## src/verilog/mfp_timer_pkg.sv

```systemverilog
/*
  Shared types and constants for the MFP-style timer.
  Holds the mode enum, the control, event and register command structs,
  the counter widths and the prescaler terminal table.
  Every timer module refers to these by scoped name.
*/
`default_nettype none

package mfp_timer_pkg;

  // counter / reload register width
  localparam int COUNT_W = 8;
  // prescaler divider counter width, big enough for a terminal value of 199
  localparam int PRESC_W = 8;

  // operating mode decoded from control bits [3:0]
  typedef enum logic [1:0] {
    MODE_STOP  = 2'd0,
    MODE_DELAY = 2'd1,
    MODE_EVENT = 2'd2,
    MODE_PULSE = 2'd3
  } timer_mode_e;

  // decoded control word, 5 bits
  typedef struct packed {
    timer_mode_e mode;
    logic [2:0]  presc_sel;
  } timer_ctrl_t;

  // synchronized pin events, all in the CLK domain
  typedef struct packed {
    logic trig_rise;   // one cycle on a t_i rising edge
    logic trig_level;  // t_i level after the synchronizer
    logic xclk_rise;   // one cycle on an xclk rising edge
  } sync_events_t;

  // register side commands to the counter, 10 bits
  typedef struct packed {
    logic               data_wr;    // a data write happened last cycle
    logic [COUNT_W-1:0] data;       // reload value, already updated
    logic               t_o_clear;  // control write with bit 4 set
  } reg_cmd_t;

  // divider terminal value per prescaler selection
  // the divider counts 0..limit, so the ratio is limit + 1
  function automatic logic [PRESC_W-1:0] presc_limit(input logic [2:0] sel);
    case (sel)
      3'd1:    return 8'd3;    // /4
      3'd2:    return 8'd9;    // /10
      3'd3:    return 8'd15;   // /16
      3'd4:    return 8'd49;   // /50
      3'd5:    return 8'd63;   // /64
      3'd6:    return 8'd99;   // /100
      3'd7:    return 8'd199;  // /200
      // only seen while stopped or in event mode
      default: return 8'd1;
    endcase
  endfunction

endpackage

`default_nettype wire

```

## src/verilog/mfp_down_counter.sv

```systemverilog
/*
  Third pipeline stage of the timer.
  8-bit down-counter that reloads from the data register when it reaches 1,
  toggling t_o and raising a one-cycle t_o_pulse on each reload.
  The counter value is registered once more for the CPU read-back on dat_o.
*/
`default_nettype none

module mfp_down_counter (
  input  wire                              CLK,
  input  wire                              rst,
  input  wire                              count_en,
  input  wire mfp_timer_pkg::timer_ctrl_t  ctrl,
  input  wire mfp_timer_pkg::reg_cmd_t     cmd,
  output logic [7:0]                       dat_o,
  output logic                             t_o,
  output logic                             t_o_pulse
);

  logic [mfp_timer_pkg::COUNT_W-1:0] count_q;

  logic stopped;
  // a count step arrives while the timer runs
  logic step;
  // the step hits the terminal count
  logic timeout;

  always_comb begin
    stopped = (ctrl.mode == mfp_timer_pkg::MODE_STOP);
    // an enable still in flight when the timer stops is dropped
    step    = count_en & ~stopped;
    timeout = step & (count_q == 8'd1);
  end

  // counter
  always_ff @(posedge CLK) begin
    if (rst) begin
      count_q <= '0;
    end else if (cmd.data_wr && stopped) begin
      // direct load only while stopped, else next reload picks it up
      count_q <= cmd.data;
    end else if (timeout) begin
      count_q <= cmd.data;
    end else if (step) begin
      // 0 wraps to 255, so a reload of 0 gives 256 ticks
      count_q <= count_q - 8'd1;
    end
  end

  // timer output and timeout pulse
  always_ff @(posedge CLK) begin
    if (rst) begin
      t_o       <= 1'b0;
      t_o_pulse <= 1'b0;
    end else begin
      t_o_pulse <= timeout;
      if (cmd.t_o_clear) begin
        // force low wins over a toggle in the same cycle
        t_o <= 1'b0;
      end else if (timeout) begin
        t_o <= ~t_o;
      end
    end
  end

  // read-back copy, one cycle behind the counter
  always_ff @(posedge CLK) begin
    if (rst) begin
      dat_o <= '0;
    end else begin
      dat_o <= count_q;
    end
  end

endmodule

`default_nettype wire

```

## src/verilog/mfp_input_sync.sv

```systemverilog
/*
  First pipeline stage of the timer.
  Brings the asynchronous t_i and xclk pins into the CLK domain with
  two-flop synchronizers and registers their rising edges and the t_i level.
  A pin edge shows up on ev three cycles later.
*/
`default_nettype none

module mfp_input_sync (
  input  wire                          CLK,
  input  wire                          rst,
  input  wire logic                    t_i,
  input  wire logic                    xclk,
  output mfp_timer_pkg::sync_events_t  ev
);

  // synchronizer chains, index 0 is the metastable flop
  logic [1:0] trig_sync;
  logic [1:0] xclk_sync;

  // previous synchronized levels for edge detection
  logic trig_prev;
  logic xclk_prev;

  always_ff @(posedge CLK) begin
    if (rst) begin
      trig_sync <= 2'b00;
      xclk_sync <= 2'b00;
      trig_prev <= 1'b0;
      xclk_prev <= 1'b0;
      ev        <= '0;
    end else begin
      trig_sync <= {trig_sync[0], t_i};
      xclk_sync <= {xclk_sync[0], xclk};
      trig_prev <= trig_sync[1];
      xclk_prev <= xclk_sync[1];
      // edge flop, high for one cycle per rising edge
      ev.trig_rise  <= trig_sync[1] & ~trig_prev;
      ev.xclk_rise  <= xclk_sync[1] & ~xclk_prev;
      // level is delayed the same amount as the edges
      ev.trig_level <= trig_sync[1];
    end
  end

endmodule

`default_nettype wire

```

## src/verilog/mfp_tick_gen.sv

```systemverilog
/*
  Second pipeline stage of the timer.
  Divides synchronized xclk edges by the selected prescaler and gates the
  result by mode, producing a registered one-cycle count enable.
  Event mode passes t_i rising edges straight through instead.
*/
`default_nettype none

module mfp_tick_gen (
  input  wire                               CLK,
  input  wire                               rst,
  input  wire mfp_timer_pkg::sync_events_t  ev,
  input  wire mfp_timer_pkg::timer_ctrl_t   ctrl,
  output logic                              count_en
);

  logic [mfp_timer_pkg::PRESC_W-1:0] div_q;
  logic [mfp_timer_pkg::PRESC_W-1:0] limit;

  // divider runs in the two xclk based modes only
  logic use_div;
  // divider sits on its terminal value at an xclk edge
  logic div_wrap;
  logic tick;
  logic count_next;

  always_comb begin
    limit    = mfp_timer_pkg::presc_limit(ctrl.presc_sel);
    use_div  = (ctrl.mode == mfp_timer_pkg::MODE_DELAY) ||
               (ctrl.mode == mfp_timer_pkg::MODE_PULSE);
    // >= also catches a divider left above a smaller new limit
    div_wrap = (div_q >= limit);
    tick     = use_div & ev.xclk_rise & div_wrap;
  end

  // mode gating of the prescaled tick
  always_comb begin
    case (ctrl.mode)
      mfp_timer_pkg::MODE_DELAY: count_next = tick;
      mfp_timer_pkg::MODE_PULSE: count_next = tick & ev.trig_level;
      mfp_timer_pkg::MODE_EVENT: count_next = ev.trig_rise;
      default:                   count_next = 1'b0;
    endcase
  end

  always_ff @(posedge CLK) begin
    if (rst) begin
      div_q    <= '0;
      count_en <= 1'b0;
    end else begin
      count_en <= count_next;
      if (!use_div) begin
        // stopped or event mode, hold the divider at zero
        div_q <= '0;
      end else if (ev.xclk_rise) begin
        if (div_wrap) begin
          div_q <= '0;
        end else begin
          div_q <= div_q + 8'd1;
        end
      end
    end
  end

endmodule

`default_nettype wire

```

## src/verilog/mfp_timer_regs.sv

```systemverilog
/*
  CPU register block of the timer.
  Holds the 8-bit data (reload) register and the 4-bit control register,
  decodes the timer mode and hands write and clear pulses to the counter.
  Writes are single-cycle strobes and take effect on the next edge.
*/
`default_nettype none

module mfp_timer_regs (
  input  wire                         CLK,
  input  wire                         rst,
  input  wire                         dat_we,
  input  wire  [7:0]                  dat_i,
  input  wire                         ctrl_we,
  input  wire  [4:0]                  ctrl_i,
  output logic [3:0]                  ctrl_o,
  output logic                        pulse_mode,
  output mfp_timer_pkg::timer_ctrl_t  ctrl,
  output mfp_timer_pkg::reg_cmd_t     cmd
);

  logic [mfp_timer_pkg::COUNT_W-1:0] data_q;
  logic [3:0]                        ctrl_q;

  // command pulses, aligned with the register update
  logic data_wr_q;
  logic t_o_clear_q;

  always_ff @(posedge CLK) begin
    if (rst) begin
      data_q      <= '0;
      ctrl_q      <= 4'd0;
      data_wr_q   <= 1'b0;
      t_o_clear_q <= 1'b0;
    end else begin
      data_wr_q   <= dat_we;
      // bit 4 of a control write forces t_o low, it is not stored
      t_o_clear_q <= ctrl_we & ctrl_i[4];
      if (dat_we) begin
        data_q <= dat_i;
      end
      if (ctrl_we) begin
        ctrl_q <= ctrl_i[3:0];
      end
    end
  end

  // mode decode
  // 0000 stop, 0xxx delay, 1000 event, 1xxx pulse
  always_comb begin
    if (ctrl_q == 4'd0) begin
      ctrl.mode = mfp_timer_pkg::MODE_STOP;
    end else if (!ctrl_q[3]) begin
      ctrl.mode = mfp_timer_pkg::MODE_DELAY;
    end else if (ctrl_q[2:0] == 3'd0) begin
      ctrl.mode = mfp_timer_pkg::MODE_EVENT;
    end else begin
      ctrl.mode = mfp_timer_pkg::MODE_PULSE;
    end
    ctrl.presc_sel = ctrl_q[2:0];
  end

  // command to the counter, data already holds the written value
  always_comb begin
    cmd.data_wr   = data_wr_q;
    cmd.data      = data_q;
    cmd.t_o_clear = t_o_clear_q;
  end

  // cpu read-back of the stored control bits
  assign ctrl_o = ctrl_q;

  // pulse mode masks the input port interrupt in a full MFP
  assign pulse_mode = (ctrl.mode == mfp_timer_pkg::MODE_PULSE);

endmodule

`default_nettype wire

```

## src/verilog/mfp_timer_top.sv

```systemverilog
/*
  Top level of the MFP-style timer.
  Connects the CPU register block to the three pipeline stages:
  input synchronizer, tick generator and down-counter.
*/
`default_nettype none

module mfp_timer_top (
  input  wire        CLK,
  input  wire        rst,
  input  wire        dat_we,
  input  wire  [7:0] dat_i,
  input  wire        ctrl_we,
  input  wire  [4:0] ctrl_i,
  input  wire        xclk,
  input  wire        t_i,
  output logic [7:0] dat_o,
  output logic [3:0] ctrl_o,
  output logic       pulse_mode,
  output logic       t_o,
  output logic       t_o_pulse
);

  mfp_timer_pkg::timer_ctrl_t  ctrl;
  mfp_timer_pkg::reg_cmd_t     cmd;
  mfp_timer_pkg::sync_events_t ev;
  logic                        count_en;

  // cpu registers and mode decode
  mfp_timer_regs regs_i (
    .CLK        (CLK),
    .rst        (rst),
    .dat_we     (dat_we),
    .dat_i      (dat_i),
    .ctrl_we    (ctrl_we),
    .ctrl_i     (ctrl_i),
    .ctrl_o     (ctrl_o),
    .pulse_mode (pulse_mode),
    .ctrl       (ctrl),
    .cmd        (cmd)
  );

  // stage 1, pins into the CLK domain
  mfp_input_sync sync_i (
    .CLK  (CLK),
    .rst  (rst),
    .t_i  (t_i),
    .xclk (xclk),
    .ev   (ev)
  );

  // stage 2, prescaler and mode gating
  mfp_tick_gen tick_i (
    .CLK      (CLK),
    .rst      (rst),
    .ev       (ev),
    .ctrl     (ctrl),
    .count_en (count_en)
  );

  // stage 3, down-counter and timer output
  mfp_down_counter cnt_i (
    .CLK       (CLK),
    .rst       (rst),
    .count_en  (count_en),
    .ctrl      (ctrl),
    .cmd       (cmd),
    .dat_o     (dat_o),
    .t_o       (t_o),
    .t_o_pulse (t_o_pulse)
  );

endmodule

`default_nettype wire
```

## config.mk

```make
export PLATFORM = sky130hd
export DESIGN_NAME = mfp_timer_top
export DESIGN_NICKNAME = d
export VERILOG_FILES = /design/src/verilog/mfp_timer_pkg.sv /design/src/verilog/mfp_down_counter.sv /design/src/verilog/mfp_input_sync.sv /design/src/verilog/mfp_tick_gen.sv /design/src/verilog/mfp_timer_regs.sv /design/src/verilog/mfp_timer_top.sv
export SDC_FILE = /design/constraint.sdc
export NUM_CORES = 1
export LEC_CHECK = 0
export BUFFER_PORTS_ARGS = -buffer_cell sky130_fd_sc_hd__buf_2
export CAP_MARGIN = 15
export CORE_ASPECT_RATIO = 0.7
export CORE_MARGIN = 1
export CORE_UTILIZATION = 47
export CTS_BUF_LIST = sky130_fd_sc_hd__clkbuf_2
export CTS_CLUSTER_SIZE = 14
export DETAILED_ROUTE_END_ITERATION = 8
export HOLD_SLACK_MARGIN = 0.1
export PLACE_DENSITY = 0.68
export SYNTH_ARGS = -nofsm -noshare
export SYNTH_HDL_FRONTEND = slang
export SYNTH_HIERARCHICAL = 1
export SYNTH_SLANG_ARGS = --single-unit
```

## constraint.sdc

```tcl
create_clock -name CLK -period 2.8 [get_ports CLK]
set_clock_uncertainty 0.2 [all_clocks]
set_input_delay 0.14 -clock CLK [delete_from_list [all_inputs] [get_ports CLK]]
set_output_delay 0.14 -clock CLK [all_outputs]
set_load 0.05 [all_outputs]
```

==> results of run 1 <==
## stage by stage
| stage | cells | utilization (%) | cell area, um^2 |
|---|---|---|---|
| after floorplan | 240 | - | 2270 |
| after global placement | 313 | 53.9 | 2410 |
| after detailed placement | 313 | 53.9 | 2410 |
| after CTS | 367 | 65.6 | 2940 |
| after global routing | 367 | 65.6 | 2940 |
| final | 367 | 65.6 | 2940 |
## repair_timing
action / in CTS / in global routing
hold buffers: 46 / 0
endpoints found under the setup margin: 0 / 0
endpoints found under the hold margin: 27 / 0
## power by group through the flow
stage,Combinational (uW),Sequential [uW],Clock [uW]
after detailed placement,175,763,0
final,237,751,369
after global routing,256,756,412
after global placement,174,762,0
after CTS,231,750,383
after floorplan,132,765,0
## cell usage after synthesis (2+ instances only)
library cell,number
o211ai_1,2
buf_4,8
nand2b_1,3
or4_1,2
inv_1,6
buf_2,3
nor2b_1,16
nor4_1,2
a31oi_1,6
o21ai_1,2
o31ai_1,3
o21ai_0,4
mux2i_1,14
nand4_1,3
ha_1,10
clkbuf_1,4
nor3b_1,2
xor2_1,3
nand2_1,15
nor3b_2,2
xnor2_1,5
nor2_1,32
dfxtp_1,49
nor3_1,6
a21oi_1,9
nand3_1,4
## layout make-up
class	instances	share of cell area, %
Multi-Input combinational cell	168	39.5
Tap cell	55	2.34
Inverter	6	0.767
Sequential cell	49	33.4
Clock buffer	6	1.02
Clock inverter	2	1.15
Timing Repair Buffer	81	21.8
## kinds of logic after synthesis
| family | share of synthesized area, % |
|---|---|
| adder cells (fa/ha/maj) | 5.52 |
| flip-flops | 43.2 |
| AO/OA/AOI/OAI | 12.4 |
| buffers and inverters | 5.63 |
| XOR/XNOR | 3.09 |
| multiplexers | 6.67 |
| AND/OR/NAND/NOR | 23.4 |
## state kept, by name, summed over array words and instances, names as in the netlist
name	count
sync_i/trig_sync	2
tick_i/div_q	8
regs_i/ctrl_o	4
sync_i/trig_prev	1
sync_i/xclk_sync	2
sync_i/xclk_prev	1
regs_i/t_o_clear_q	1
cnt_i/t_o_pulse	1
sync_i/ev	2
tick_i/count_en	1
cnt_i/count_q	8
cnt_i/dat_o	8
regs_i/data_q	8
regs_i/data_wr_q	1
cnt_i/t_o	1
## layer usage
metal | part of all wire [%] | vias up
li1 | - | 983
met1 | 52 | 881
met2 | 42 | 66
met3 | 5.4 | 5
met4 | 0.66 | 0
met5 | 0 | -
## path summary, 6_finish.rpt
| path | end | slack [ns] | cells past startpoint |
|---|---|---|---|
| min | cnt_i/t_o | 0.21 | 1 |
| min reg2reg | cnt_i/t_o | 0.21 | 1 |
| max | cnt_i/count_q[2] | 0.37 | 4 |
| max reg2reg | cnt_i/count_q[2] | 0.37 | 4 |
==> results.py, run 1 <==
metrics = {
    "status": {
        "status": "finished, final reports clean",
    },
    "grt": {
        "grt_max_degree": 45,
        "grtUsageMet2_pct": 34.2,
        "grt_util_met1_pct": 31.6,
        "grt_pass1_vias": 1788,
        "track_usage_pct": 22.2,
        "grt_most_used_layer": "met2",
        "met3_usage_pct": 4.42,
        "antenna_found_initial": 0,
        "overflow": 0,
        "grt_pass1_wl_um": 8570,
    },
    "pwr": {
        "p_clk_share_pct": 27.2,
        "p_switching_uw": 362,
        "seqPwrFrac_pct": 55.3,
        "internal_power_uw": 995,
        "switching_share_pct": 26.7,
        "p_comb_share_pct": 17.5,
        "power_uw": 1360,
        "leakagePower_uw": 0.00123,
        "power_density_mw_per_mm2": 462,
        "peakVddDrop_mv": 0.296,
    },
    "routing": {
        "ant_nets": 0,
        "via_per_inst": 5.27,
        "drc": 0,
        "num_vias": 1935,
        "routedWlPerCell_um": 14.1,
        "routed_wl_um": 5170,
        "drtIter0Drc": 151,
        "drtPass1Iterations": 4,
    },
    "cts": {
        "cts_resized": 0,
        "htree_levels": 2,
        "clockRootBuffer": "clkbuf_2",
        "cts_buffer_depth": 2,
        "numCtsBuffers": 5,
        "clock_latency_ns": 0.43,
        "cts.sinks": 49,
        "cts_tree": "yes",
        "post_cts_buffers": 0,
        "clk_pin_slew_ns": 0.23,
    },
    "yosys": {
        "syn_area_mm2": 0.00227,
        "yosysTopAreaCellShare_pct": 43.2,
        "ys.flop_type": "dfxtp_1",
        "yosysUniqueCellTypes": 51,
        "netlist_instances": 240,
        "yosysSeqAreaShare_pct": 43.2,
        "yosys.area.top_type": "dfxtp_1",
        "syn_nets": 269,
        "syn_area_per_cell_um2": 9.45,
        "synth-seq-cells": 49,
        "yosys-top-cells-area": "dfxtp_1 (43%), mux2i_1 (6.2%), ha_1 (5.5%)",
        "async_reset_ff_share_pct": 0,
        "ys_warn_count": 6,
        "synth_edf_count": 0,
    },
    "floorplan": {
        "fp-row-count": 20,
        "die_w_um": 85.0,
        "core_region_area_mm2": 0.00448,
        "start_util_pct": 50.6,
        "die-area_mm2": 0.00511,
        "num_io_pins": 34,
        "die_y_um": 60.1,
    },
    "setup_path": {
        "crit_path_top_delay_cell": "or4_1",
        "critical_path_buf_inv_count": 0,
        "cp_cell_sequence": "or4_1 > o41ai_4 > nor3_1 > a221o_1",
        "timing.rr.start": "cnt_i/count_q[2]",
        "worst-setup-path-type": "flip-flop to flip-flop",
        "cp_max_fo": 10,
        "cp-startpoint": "cnt_i/count_q[2]",
        "arrival_ns": 2.57,
        "start_kind": "flip-flop",
        "max_stage_delay_ns": 0.69,
        "critPathTopFamily": "compound AO/OA/AOI/OAI gates",
        "critPathCaptureType": "flip-flop",
        "cp.required_ns": 2.94,
    },
    "timing": {
        "tightestPinTransition_ns": 0.781,
        "finalHoldViolations": 0,
        "fmax_mhz": 412,
        "fin_crit_sh_pct": 86.7,
        "tns_ns": 0,
        "rsz0062_at_grt": "no",
        "post-route-min-period_ns": 2.43,
        "slew_headroom_pct": 47.9,
        "fin_hold_ws_ns": 0.209,
        "maxSlewViolCount": 0,
        "setup_slack_ns": 0.372,
        "finalSetupViolCount": 0,
    },
    "final_layout": {
        "filler_cell_count": 383,
        "layout_common_cells": "dfxtp_1 (49), dlygate4sd3_1 (46), buf_2 (33), nor2_1 (32), nor2b_1 (16)",
        "area_growth_syn_to_layout_pct": 29.5,
        "seq_area_um2": 981,
        "final_common_cell": "dfxtp_1",
        "multi_input_area_mm2": 0.00116,
        "diodes": 0,
        "nets": 340,
        "drive_gt1_share_pct": 17.3,
    },
    "placement": {
        "hpwl_um": 3210,
        "place_congestion": 0.873,
        "numPortBuffers": 33,
        "pre_cts_slack_ns": 0.423,
    },
    "hold_path": {
        "hp-start": "regs_i/t_o_clear_q",
        "hold_path_class": "flip-flop to flip-flop",
    },
    "run": {
        "cap_viol_max_count": 0,
    },
}
No activity file was read; power rests on OpenSTA's default activity.
==> run 2, diff against run 1 <==
--- a/config.mk
+++ b/config.mk
@@ -5,6 +5,7 @@
 export SDC_FILE = /design/constraint.sdc
 export NUM_CORES = 1
 export LEC_CHECK = 0
+export ABC_AREA = 1
 export BUFFER_PORTS_ARGS = -buffer_cell sky130_fd_sc_hd__buf_2
 export CAP_MARGIN = 15
 export CORE_ASPECT_RATIO = 0.7
@@ -14,7 +15,7 @@
 export CTS_CLUSTER_SIZE = 14
 export DETAILED_ROUTE_END_ITERATION = 8
 export HOLD_SLACK_MARGIN = 0.1
-export PLACE_DENSITY = 0.68
+export PLACE_DENSITY = 0.67
 export SYNTH_ARGS = -nofsm -noshare
 export SYNTH_HDL_FRONTEND = slang
 export SYNTH_HIERARCHICAL = 1
==> run 2 against run 1 <==
Effect of this change: critical path depth grew 3; cell count grew 35%; critical path type is now primary input to flip-flop; hold slack is essentially flat.
==> results.py, run 2 <==
metrics = {
    "floorplan": {
        "die_w_um": 89.1,
        "core_region_area_mm2": 0.00494,
        "die_y_um": 63.0,
        "start_util_pct": 50.5,
        "fp-row-count": 21,
        "num_io_pins": 34,
        "die-area_mm2": 0.00561,
    },
    "timing": {
        "fmax_mhz": 469,
        "post-route-min-period_ns": 2.13,
        "slew_headroom_pct": 62.3,
        "rsz0062_at_grt": "no",
        "finalSetupViolCount": 0,
        "fin_hold_ws_ns": 0.209,
        "tightestPinTransition_ns": 0.565,
        "finalHoldViolations": 0,
        "fin_crit_sh_pct": 76.2,
        "maxSlewViolCount": 0,
        "tns_ns": 0,
    },
    "cts": {
        "cts_resized": 0,
        "numCtsBuffers": 5,
        "clk_pin_slew_ns": 0.24,
        "clock_latency_ns": 0.40,
        "htree_levels": 2,
        "clockRootBuffer": "clkbuf_2",
        "cts.sinks": 49,
        "cts_buffer_depth": 2,
        "cts_tree": "yes",
    },
    "setup_path": {
        "critPathCaptureType": "flip-flop",
        "cp_cell_sequence": "dlygate4sd3_1 > buf_2 > nand2_1 > dlygate4sd3_1 > nand2_1 > nor2_1 > dlygate4sd3_1",
        "arrival_ns": 2.26,
        "start_kind": "primary input",
        "critPathTopFamily": "buffers and inverters",
        "cp.required_ns": 2.93,
        "crit_top_cell": "dlygate4sd3_1",
        "cp_max_fo": 17,
        "critical_path_buf_inv_count": 4,
        "worst-setup-path-type": "primary input to flip-flop",
        "max_stage_delay_ns": 0.57,
        "crit_path_top_delay_cell": "dlygate4sd3_1",
    },
    "pwr": {
        "internal_power_uw": 946,
        "seqPwrFrac_pct": 54.4,
        "p_switching_uw": 478,
        "p_comb_share_pct": 26.6,
        "power_uw": 1420,
        "peakVddDrop_mv": 0.189,
        "power_density_mw_per_mm2": 454,
        "switching_share_pct": 33.6,
        "p_clk_share_pct": 19.0,
        "leakagePower_uw": 0.00165,
    },
    "yosys": {
        "synth.most_common_cell": "nand2_1",
        "yosys.area.top_type": "dfxtp_1",
        "yosysUniqueCellTypes": 31,
        "ys.flop_type": "dfxtp_1",
        "synth-seq-cells": 49,
        "yosys-top-cells-area": "dfxtp_1 (39%), nand2_1 (12%), nor2_1 (9.2%)",
        "ys_warn_count": 6,
        "syn_area_per_cell_um2": 7.01,
        "yosysSeqAreaShare_pct": 39.3,
        "netlist_instances": 356,
        "synth_edf_count": 0,
        "yosysTopAreaCellShare_pct": 39.3,
        "synth_common_cells": "nand2_1 (82), nor2_1 (61), inv_1 (55)",
        "syn_area_mm2": 0.00250,
        "async_reset_ff_share_pct": 0,
        "syn_nets": 385,
    },
    "routing": {
        "routed_wl_um": 5360,
        "drtIter0Drc": 98,
        "drc": 0,
        "drtPass1Iterations": 4,
        "routedWlPerCell_um": 10.8,
        "num_vias": 2203,
        "ant_nets": 0,
        "via_per_inst": 4.43,
    },
    "final_layout": {
        "nets": 457,
        "diodes": 0,
        "area_growth_syn_to_layout_pct": 25.7,
        "drive_gt1_share_pct": 16.6,
        "stdcell_count": 497,
        "final_common_cell": "nand2_1",
        "filler_cell_count": 457,
        "layout_common_cells": "nand2_1 (82), nor2_1 (61), inv_1 (55), dfxtp_1 (49), dlygate4sd3_1 (46)",
    },
    "grt": {
        "antenna_found_initial": 0,
        "grt_max_degree": 23,
        "grt_pass1_vias": 2114,
        "track_usage_pct": 21.4,
        "grt_pass1_wl_um": 9200,
        "overflow": 0,
    },
    "run": {
        "cap_viol_max_count": 0,
    },
    "placement": {
        "place_inst": 444,
        "numPortBuffers": 33,
        "hpwl_um": 3380,
        "place_congestion": 0.843,
    },
    "status": {
        "status": "finished, final reports clean",
    },
    "hold_path": {
        "hold_path_class": "flip-flop to flip-flop",
    },
}
==> run 2: cell count changes in the layout (fill, tap and decap cells not counted), moves of 6 or more <==
cell     change
nor2_1      +29
nand2_1     +67
mux2i_1     -13
inv_2        +8
nor2b_1     -16
inv_1       +49
nor2_2       +6
nand2_2      +7
a31oi_1      -6
nand3_1     +18
o21ai_0      +6
==> run 2: routing by layer <==
layer	track usage, %	up-vias	routed length, um
met5	0	-	0
met4	6.55	0	22
met3	5.15	2	184
met2	31.6	40	2230
met1	30.4	958	2930
li1	-	1203	-
==> run 2: path summary, 6_finish.rpt <==
path	from	end	slack [ns]	cells past startpoint
setup / recovery	dat_we	regs_i/data_q[4]	0.67	7
hold / removal	sync_i/xclk_prev	sync_i/ev[0]	0.21	1
setup reg to reg	regs_i/ctrl_o[2]	tick_i/div_q[7]	0.84	13
hold reg to reg	sync_i/xclk_prev	sync_i/ev[0]	0.21	1
==> run 2: final cells by class <==
class,count,area (um^2),share of cell area (%)
multi-input cells,230,1170,37.4
flip-flops and latches,49,981,31.3
repair buffers,79,626,19.9
inverters,63,236,7.54
well taps,69,86.3,2.75
clock buffers,5,25.0,0.797
clock inverters,2,11.3,0.359
==> run 2: kinds of logic after synthesis <==
| kind of cell | count (synthesis) | share of synthesized area [%] |
|---|---|---|
| AO/OA/AOI/OAI | 22 | 4.66 |
| XOR/XNOR | 6 | 2.11 |
| adder cells (fa/ha/maj) | 10 | 5.01 |
| buffers and inverters | 77 | 13.7 |
| flip-flops | 49 | 39.3 |
| multiplexers | 1 | 0.401 |
| AND/OR/NAND/NOR | 191 | 34.8 |
==> run 2: through the flow <==
step / utilization, % / setup WS (ns) / cell area [um^2]
2_1_floorplan: - / 0.962 / 2500
4_1_cts: 63.5 / 0.743 / 3140
5_1_grt: 63.5 / 0.623 / 3140
3_5_place_dp: 53.5 / 0.897 / 2640
6_report: 63.5 / 0.666 / 3140
3_3_place_gp: 53.5 / 0.899 / 2640
==> run 2: repair_timing <==
item / CTS / global route
hold buffers: 46 / 0
setup buffers: 0 / 0
hold endpoints to repair: 33 / 0
==> run 2: power groups by stage <==
stage / Clock (uW) / Combinational (uW) / Sequential, uW
2_1_floorplan: 0 / 242 / 806
3_3_place_gp: 0 / 315 / 786
3_5_place_dp: 0 / 319 / 787
4_1_cts: 286 / 373 / 774
5_1_grt: 318 / 424 / 781
6_report: 270 / 378 / 775
